$ cat config.mk
export PLATFORM = sky130hd
export DESIGN_NAME = address_unit
export DESIGN_NICKNAME = d
export VERILOG_FILES = /design/src/hw/lsu_pkg.sv /design/src/hw/address_unit.sv /design/src/hw/ld_st_queue.sv /design/src/hw/cla_adder.sv
export SDC_FILE = /design/constraint.sdc
export NUM_CORES = 1
export LEC_CHECK = 0
export BUFFER_PORTS_ARGS = -buffer_cell sky130_fd_sc_hd__clkbuf_2
export CORE_UTILIZATION = 45
export CTS_CLUSTER_SIZE = 28
export DETAILED_ROUTE_END_ITERATION = 6
export GPL_TIMING_DRIVEN = 0
export PLACE_DENSITY = 0.67
export RECOVER_POWER = 25
export SYNTH_ARGS = -nofsm -noshare
export SYNTH_HDL_FRONTEND = slang
export SYNTH_SLANG_ARGS = --single-unit
$ cat constraint.sdc
create_clock -name clk -period 7.6 [get_ports clk]
set_input_delay 0.38 -clock clk [delete_from_list [all_inputs] [get_ports clk]]
set_output_delay 0.38 -clock clk [all_outputs]
set_load 0.005 [all_outputs]
$ cat src/hw/lsu_pkg.sv
package lsu_pkg;

    localparam int NUM_PREGS = 64;
    localparam int PREG_W    = 6;
    localparam int ROB_SIZE  = 16;
    localparam int ROB_W     = 4;
    localparam int LSQ_DEPTH = 8;

    localparam logic [6:0] op_load  = 7'b0000011;
    localparam logic [6:0] op_store = 7'b0100011;

    localparam logic [2:0] f3_lb  = 3'b000;
    localparam logic [2:0] f3_lh  = 3'b001;
    localparam logic [2:0] f3_lw  = 3'b010;
    localparam logic [2:0] f3_lbu = 3'b100;
    localparam logic [2:0] f3_lhu = 3'b101;

    localparam logic [2:0] f3_sb  = 3'b000;
    localparam logic [2:0] f3_sh  = 3'b001;
    localparam logic [2:0] f3_sw  = 3'b010;

    // access size taken from funct3[1:0]
    localparam logic [1:0] sz_byte = 2'b00;
    localparam logic [1:0] sz_half = 2'b01;
    localparam logic [1:0] sz_word = 2'b10;

    typedef union packed {
        struct packed {
            logic [11:0] imm_11_0;
            logic [4:0]  rs1;
            logic [2:0]  funct3;
            logic [4:0]  rd;
            logic [6:0]  opcode;
        } i_type;
        struct packed {
            logic [6:0]  imm_11_5;
            logic [4:0]  rs2;
            logic [4:0]  rs1;
            logic [2:0]  funct3;
            logic [4:0]  imm_4_0;
            logic [6:0]  opcode;
        } s_type;
    } instr_t;

endpackage
$ cat src/hw/address_unit.sv
`timescale 1ns/100ps

module address_unit (
    input  logic                          clk,
    input  logic                          reset,
    input  logic                          flush,
    input  logic                          dispatch_valid,
    input  lsu_pkg::instr_t               instr,
    input  logic [lsu_pkg::PREG_W-1:0]    ps1,
    input  logic [lsu_pkg::PREG_W-1:0]    ps2,
    input  logic [lsu_pkg::PREG_W-1:0]    pd,
    input  logic [lsu_pkg::ROB_W-1:0]     rob_index,
    input  logic [lsu_pkg::ROB_W-1:0]     rob_head,
    input  logic [lsu_pkg::NUM_PREGS-1:0] phys_valid,
    output logic [lsu_pkg::PREG_W-1:0]    pr1_s,
    output logic [lsu_pkg::PREG_W-1:0]    pr2_s,
    input  logic [31:0]                   pr1_val,
    input  logic [31:0]                   pr2_val,
    output logic                          lsq_full,
    output logic [31:0]                   dmem_addr,
    output logic [3:0]                    dmem_rmask,
    output logic [3:0]                    dmem_wmask,
    output logic [31:0]                   dmem_wdata,
    input  logic                          dmem_resp,
    input  logic [31:0]                   dmem_rdata,
    output logic                          wb_valid,
    output logic                          wb_we,
    output logic [lsu_pkg::PREG_W-1:0]    wb_pd,
    output logic [31:0]                   wb_value,
    output logic [lsu_pkg::ROB_W-1:0]     wb_rob_index
);

    import lsu_pkg::*;

    logic              is_store_in;
    logic              is_mem_in;
    logic [2:0]        funct3_in;
    logic [31:0]       imm_in;

    logic              issue_fire;
    logic              head_is_store;
    logic [2:0]        head_funct3;
    logic [PREG_W-1:0] head_pd;
    logic [31:0]       head_imm;
    logic [ROB_W-1:0]  head_rob_index;
    logic [31:0]       addr_sum;

    logic [3:0]        req_mask;
    logic [31:0]       req_wdata;

    // port state and the entry waiting for memory
    logic              busy;
    logic              lat_valid;
    logic              lat_is_store;
    logic [2:0]        lat_funct3;
    logic [PREG_W-1:0] lat_pd;
    logic [ROB_W-1:0]  lat_rob;
    logic [1:0]        lat_off;
    logic [31:0]       lat_addr;
    logic [3:0]        lat_rmask;
    logic [3:0]        lat_wmask;
    logic [31:0]       lat_wdata;

    // the opcode picks which view of the word holds the immediate
    always_comb
    begin
        is_store_in = (instr.s_type.opcode == op_store);
        is_mem_in   = is_store_in || (instr.i_type.opcode == op_load);
        funct3_in   = is_store_in ? instr.s_type.funct3 : instr.i_type.funct3;
        if (is_store_in)
            imm_in = {{20{instr.s_type.imm_11_5[6]}}, instr.s_type.imm_11_5,
                      instr.s_type.imm_4_0};
        else
            imm_in = {{20{instr.i_type.imm_11_0[11]}}, instr.i_type.imm_11_0};
    end

    ld_st_queue lsq_i (
        .clk            (clk),
        .reset          (reset),
        .flush          (flush),
        .write_enable   (dispatch_valid && is_mem_in && !flush),
        .is_store       (is_store_in),
        .funct3         (funct3_in),
        .ps1            (ps1),
        .ps2            (is_store_in ? ps2 : '0),
        .pd             (is_store_in ? '0 : pd),
        .imm            (imm_in),
        .rob_index      (rob_index),
        .read_enable    (!busy && !flush),
        .rob_head       (rob_head),
        .phys_valid     (phys_valid),
        .full           (lsq_full),
        .issue_fire     (issue_fire),
        .pr1_s          (pr1_s),
        .pr2_s          (pr2_s),
        .head_is_store  (head_is_store),
        .head_funct3    (head_funct3),
        .head_pd        (head_pd),
        .head_imm       (head_imm),
        .head_rob_index (head_rob_index)
    );

    cla_adder agu_i (
        .a   (pr1_val),
        .b   (head_imm),
        .sum (addr_sum)
    );

    always_comb
    begin
        req_wdata = '0;
        case (head_funct3[1:0])
            sz_byte:
            begin
                req_mask = 4'b0001 << addr_sum[1:0];
                req_wdata[8*addr_sum[1:0] +: 8] = pr2_val[7:0];
            end
            sz_half:
            begin
                req_mask = 4'b0011 << {addr_sum[1], 1'b0};
                req_wdata[16*addr_sum[1] +: 16] = pr2_val[15:0];
            end
            default:
            begin
                req_mask  = 4'b1111;
                req_wdata = pr2_val;
            end
        endcase
    end

    always_ff @(posedge clk)
    begin
        if (reset)
        begin
            busy      <= 1'b0;
            lat_valid <= 1'b0;
        end
        else if (dmem_resp)
        begin
            busy      <= 1'b0;
            lat_valid <= 1'b0;
        end
        else if (issue_fire)
        begin
            busy      <= 1'b1;
            lat_valid <= 1'b1;
        end
        else if (flush)
            lat_valid <= 1'b0;
    end

    always_ff @(posedge clk)
    begin
        if (issue_fire)
        begin
            lat_is_store <= head_is_store;
            lat_funct3   <= head_funct3;
            lat_pd       <= head_pd;
            lat_rob      <= head_rob_index;
            lat_off      <= addr_sum[1:0];
            lat_addr     <= {addr_sum[31:2], 2'b00};
            lat_rmask    <= head_is_store ? 4'b0000 : req_mask;
            lat_wmask    <= head_is_store ? req_mask : 4'b0000;
            lat_wdata    <= head_is_store ? req_wdata : 32'h0;
        end
    end

    // request goes out in the issue cycle, then from the latches
    always_comb
    begin
        dmem_addr  = '0;
        dmem_rmask = '0;
        dmem_wmask = '0;
        dmem_wdata = '0;
        if (busy)
        begin
            dmem_addr  = lat_addr;
            dmem_rmask = lat_rmask;
            dmem_wmask = lat_wmask;
            dmem_wdata = lat_wdata;
        end
        else if (issue_fire)
        begin
            dmem_addr  = {addr_sum[31:2], 2'b00};
            dmem_rmask = head_is_store ? 4'b0000 : req_mask;
            dmem_wmask = head_is_store ? req_mask : 4'b0000;
            dmem_wdata = head_is_store ? req_wdata : 32'h0;
        end
    end

    always_comb
    begin
        case (lat_funct3)
            f3_lb:   wb_value = {{24{dmem_rdata[8*lat_off + 7]}}, dmem_rdata[8*lat_off +: 8]};
            f3_lbu:  wb_value = {24'h0, dmem_rdata[8*lat_off +: 8]};
            f3_lh:   wb_value = {{16{dmem_rdata[16*lat_off[1] + 15]}},
                                 dmem_rdata[16*lat_off[1] +: 16]};
            f3_lhu:  wb_value = {16'h0, dmem_rdata[16*lat_off[1] +: 16]};
            default: wb_value = dmem_rdata;
        endcase
    end

    // a flushed entry still takes its response but reports nothing
    assign wb_valid     = dmem_resp && busy && lat_valid;
    assign wb_we        = wb_valid && !lat_is_store;
    assign wb_pd        = lat_pd;
    assign wb_rob_index = lat_rob;

endmodule

$ cat src/hw/ld_st_queue.sv
`timescale 1ns/100ps

module ld_st_queue (
    input  logic                         clk,
    input  logic                         reset,
    input  logic                         flush,
    input  logic                         write_enable,
    input  logic                         is_store,
    input  logic [2:0]                   funct3,
    input  logic [lsu_pkg::PREG_W-1:0]   ps1,
    input  logic [lsu_pkg::PREG_W-1:0]   ps2,
    input  logic [lsu_pkg::PREG_W-1:0]   pd,
    input  logic [31:0]                  imm,
    input  logic [lsu_pkg::ROB_W-1:0]    rob_index,
    input  logic                         read_enable,
    input  logic [lsu_pkg::ROB_W-1:0]    rob_head,
    input  logic [lsu_pkg::NUM_PREGS-1:0] phys_valid,
    output logic                         full,
    output logic                         issue_fire,
    output logic [lsu_pkg::PREG_W-1:0]   pr1_s,
    output logic [lsu_pkg::PREG_W-1:0]   pr2_s,
    output logic                         head_is_store,
    output logic [2:0]                   head_funct3,
    output logic [lsu_pkg::PREG_W-1:0]   head_pd,
    output logic [31:0]                  head_imm,
    output logic [lsu_pkg::ROB_W-1:0]    head_rob_index
);

    import lsu_pkg::*;

    logic              is_store_q [LSQ_DEPTH];
    logic [2:0]        funct3_q   [LSQ_DEPTH];
    logic [PREG_W-1:0] ps1_q      [LSQ_DEPTH];
    logic [PREG_W-1:0] ps2_q      [LSQ_DEPTH];
    logic [PREG_W-1:0] pd_q       [LSQ_DEPTH];
    logic [31:0]       imm_q      [LSQ_DEPTH];
    logic [ROB_W-1:0]  rob_q      [LSQ_DEPTH];

    logic [$clog2(LSQ_DEPTH)-1:0] head_ptr;
    logic [$clog2(LSQ_DEPTH)-1:0] tail_ptr;
    logic [$clog2(LSQ_DEPTH):0]   count;

    logic push;
    logic eligible;

    assign full = (count == LSQ_DEPTH);
    assign push = write_enable && !full;

    // payload storage
    always_ff @(posedge clk)
    begin
        if (push)
        begin
            is_store_q[tail_ptr] <= is_store;
            funct3_q[tail_ptr]   <= funct3;
            ps1_q[tail_ptr]      <= ps1;
            ps2_q[tail_ptr]      <= ps2;
            pd_q[tail_ptr]       <= pd;
            imm_q[tail_ptr]      <= imm;
            rob_q[tail_ptr]      <= rob_index;
        end
    end

    always_ff @(posedge clk)
    begin
        if (reset || flush)
        begin
            head_ptr <= '0;
            tail_ptr <= '0;
            count    <= '0;
        end
        else
        begin
            if (push)
                tail_ptr <= tail_ptr + 1'b1;
            if (issue_fire)
                head_ptr <= head_ptr + 1'b1;
            case ({push, issue_fire})
                2'b10:   count <= count + 1'b1;
                2'b01:   count <= count - 1'b1;
                default: count <= count;
            endcase
        end
    end

    // stores also wait for their data and for the rob head
    always_comb
    begin
        eligible = (count != '0) && phys_valid[ps1_q[head_ptr]];
        if (is_store_q[head_ptr])
            eligible = eligible && phys_valid[ps2_q[head_ptr]]
                     && (rob_q[head_ptr] == rob_head);
    end

    assign issue_fire     = read_enable && eligible;
    assign pr1_s          = ps1_q[head_ptr];
    assign pr2_s          = ps2_q[head_ptr];
    assign head_is_store  = is_store_q[head_ptr];
    assign head_funct3    = funct3_q[head_ptr];
    assign head_pd        = pd_q[head_ptr];
    assign head_imm       = imm_q[head_ptr];
    assign head_rob_index = rob_q[head_ptr];

endmodule

$ cat src/hw/cla_adder.sv
`timescale 1ns/100ps

module cla_adder (
    input  logic [31:0] a,
    input  logic [31:0] b,
    output logic [31:0] sum
);

    logic [31:0] g;
    logic [31:0] p;
    logic [31:0] c;
    // carry into each 4-bit group
    logic [8:0]  gc;

    assign g     = a & b;
    assign p     = a ^ b;
    assign gc[0] = 1'b0;

    genvar i;
    generate
        for (i = 0; i < 8; i = i + 1)
        begin : grp
            logic [3:0] gg;
            logic [3:0] pp;
            logic       cin;

            assign gg  = g[4*i +: 4];
            assign pp  = p[4*i +: 4];
            assign cin = gc[i];

            assign c[4*i]     = cin;
            assign c[4*i + 1] = gg[0] | (pp[0] & cin);
            assign c[4*i + 2] = gg[1] | (pp[1] & gg[0]) | (pp[1] & pp[0] & cin);
            assign c[4*i + 3] = gg[2] | (pp[2] & gg[1]) | (pp[2] & pp[1] & gg[0])
                              | (pp[2] & pp[1] & pp[0] & cin);

            // group generate and propagate give the carry into the next group
            assign gc[i + 1] = gg[3] | (pp[3] & gg[2]) | (pp[3] & pp[2] & gg[1])
                             | (pp[3] & pp[2] & pp[1] & gg[0])
                             | (pp[3] & pp[2] & pp[1] & pp[0] & cin);
        end
    endgenerate

    assign sum = p ^ c;

endmodule

==> flow_metrics.tcl <==
set metrics [dict create \
    io_pins 352 \
    worst_pin_slew_ps 972.5 \
    grt.overflow.total 0 \
    critPathTopFamily "buffers and inverters" \
    hpwl_um 37640 \
    min-delay-start "dmem_resp" \
    first_pass_iters 6 \
    core_um2 42420 \
    gp_congestion 0.9262 \
    synth_edf_count 390 \
    holdPathEnd "lat_valid" \
    first_global_vias 12982 \
    yosysWarnings 0 \
    cts_max_level 2 \
    clock_latency_ps 560 \
    slowest_delay_ps 590 \
    synthDistinctLibCells 71 \
    whs_ps 24.21 \
    rows 75 \
    path_cells "buf_6 > buf_12 > buf_6 > clkbuf_1 > buf_2 > clkbuf_1 > mux4_2 > mux2_2 > ha_1 > a21o_1 > a21o_1 > a21oi_1 > o221a_2 > a211oi_1 > o21ai_0 > a21boi_0 > nor2_1 > nor2b_1 > nor2_1 > fa_1 > o21ai_0 > clkbuf_2" \
    io_buffers 344 \
    switching_share 0.2122 \
    final_common_cell "edfxtp_1" \
    path_class "reg2out" \
    ys_ff_latch 405 \
    vias_per_cell 5.627 \
    first_iter_violations 1234 \
    fin_nets 1982 \
    fmax_mhz 139.9 \
    status "complete, no violations" \
    p_leak_uw 0.008683 \
    critPathSlowestCell "clkbuf_1" \
    worstPathRequired_ps 7220 \
    clockBufferDepth 3 \
    p_comb_frac 0.049 \
    fp.dieW_um 210.3 \
    hold_viol 0 \
    rsz0062_at_grt "no" \
    r2r_setup_slack_ps 1520 \
    pwr-share-clk 0.413 \
    grt_max_degree 59 \
    syn_avg_cell_area_um2 15.01 \
    maxCapViolations 0 \
    grt_pass1_wl_um 76320 \
    synth.cell_area_um2 19530 \
    setup_tns_ps 0 \
    cts_tree "yes" \
    pwr-share-seq 0.538 \
    synth_async_sr_flop_share 0 \
    wirelength_um 51130 \
    pwr_density_cell_nw_per_um2 192.1 \
    start_util 0.4604 \
    syn_inst 1301 \
    antenna_found_initial 5 \
    multi_input_area_um2 7051 \
    start_kind "flip-flop" \
    clock_skew_ps 18.68 \
    synth_ff_type "edfxtp_1" \
    ff2ff_path_depth 21 \
    dieArea_um2 44240 \
    yosysSeqAreaShare 0.6150 \
    drive_above_1_share 0.3242 \
    slew_headroom 0.3414 \
    post_cts_buffers 0 \
    cts_sinks 405 \
    crit_buf_inv 7 \
    final-seq-area_um2 12010 \
    p_sw_uw 963.0 \
    wl_per_cell_um 22.02 \
    setup_viol 0 \
    area_growth_pct 20.95 \
    r2r-end "lat_addr[24]" \
    min_period_over_period 0.9407 \
    numCtsBuffers 42 \
    hold_path_depth 2 \
    fp.dieH_um 210.3 \
    ir_drop_mv 0.1365 \
    drv_slew 0 \
    vias 13067 \
    arrival_ps 6770 \
    period_minus_slack_ps 7149 \
    grt_util_all_layers 0.2303 \
    root_buffer "clkbuf_16" \
    final_cell_mix "edfxtp_1 (390), clkbuf_2 (319), nand2_1 (86)" \
    p_int_uw 3575 \
    fillers 3498 \
    drc_errors 0 \
    cp-end-kind "output port" \
    crit_fanout 10 \
    clkSlewWorstSetupHoldPaths_ps 60 \
    antenna_left 0 \
    hp-class "in2reg" \
]
power groups by stage:
stage,combinational [uW],sequential [uW],clock [uW]
finish,224,2440,1870
floorplan,104,2490,0
CTS,223,2440,1910
detailed placement,222,2490,0
global placement,215,2490,0
global route,246,2440,1990
cell families after synthesis:
group,synth area share
buffers and inverters,0.02793
flip-flops,0.6150
AO/OA/AOI/OAI,0.08764
adder cells (fa/ha/maj),0.03549
other,0.0001920
multiplexers,0.1551
XOR/XNOR,0.01435
AND/OR/NAND/NOR,0.06426
what timing repair did:
item                                    CTS  global route
resized for setup                         1             6
endpoints found under the setup margin    2             2
hold buffers                              0             0
cloned                                    0             1
pin swaps                                 0             0
synth_stat cells, types with 8 or more instances:
cell      count  share of area
a22o_1       58          0.026
and2_1       19         0.0061
fa_1          9         0.0092
nor2_1       86          0.017
mux2_2       30          0.017
xnor2_1      20         0.0090
clkbuf_1     34         0.0065
nand2b_1      8         0.0026
inv_1        39         0.0075
mux4_2       84          0.097
nand4_1       8         0.0026
buf_2        12         0.0031
nor2b_1      11         0.0035
ha_1         41          0.026
a22oi_1      27          0.010
a21oi_1      46          0.012
xor2_1       12         0.0054
o21ai_0      40          0.010
nand2_1      86          0.017
dfxtp_1      15          0.015
a21o_1       13         0.0050
nand3_1      16         0.0041
mux2i_1      77          0.039
and3_1       12         0.0038
edfxtp_1    390           0.60
stage by stage:
stage | std cells | area (um2) | power, uW | utilization | worst slack (ps)
after floorplan | 1302 | 19530 | 2593 | - | 1771
after global placement | 2223 | 21980 | 2704 | 0.5181 | -396.6
after detailed placement | 2241 | 22370 | 2711 | 0.5275 | 301.2
after CTS | 2319 | 23620 | 4575 | 0.5570 | 50.95
after global routing | 2322 | 23620 | 4674 | 0.5569 | 11.27
final | 2322 | 23620 | 4538 | 0.5569 | 450.8
flip-flops by register name, indices dropped and copies added, names as in the netlist, 4 cells and up, named ones only:
| register | flops |
|---|---|
| lsq_i.ps2_q | 48 |
| lat_addr | 30 |
| lsq_i.is_store_q | 8 |
| lsq_i.imm_q | 96 |
| lat_wdata | 32 |
| wb_pd | 6 |
| wb_rob_index | 4 |
| lsq_i.funct3_q | 24 |
| lat_wmask | 4 |
| lsq_i.count | 4 |
| lsq_i.ps1_q | 48 |
| lsq_i.rob_q | 32 |
| lsq_i.pd_q | 48 |
| lat_rmask | 4 |
worst max path at each step:
stage / slack [ps] / cells past startpoint / endpoint
floorplan: 1770 / 20 / dmem_addr[25]
global placement: -400 / 8 / lsq_i.pd_q[0][3]
detailed placement: 300 / 21 / dmem_addr[24]
CTS: 50 / 21 / dmem_addr[24]
global route: 10 / 22 / dmem_addr[24]
finish: 450 / 22 / dmem_addr[24]
final cells by class:
cell class / count / share of cell area
well taps: 577 / 0.03056
multi-input cells: 786 / 0.2985
inverters: 44 / 0.007257
repair inverters: 1 / 0.0002119
plain buffers: 67 / 0.01621
diodes: 2 / 0.0002119
clock buffers: 53 / 0.04667
repair buffers: 362 / 0.08576
flip-flops and latches: 405 / 0.5085
clock inverters: 25 / 0.006144
metal layers:
layer | track usage | up-vias | wire length (um)
met5 | 0 | - | 32
met4 | 0.08407 | 4 | 1633
met3 | 0.04395 | 97 | 3667
met2 | 0.3753 | 572 | 24330
met1 | 0.3081 | 6440 | 21470
li1 | - | 5954 | -
No activity file was read; power rests on OpenSTA's default activity.
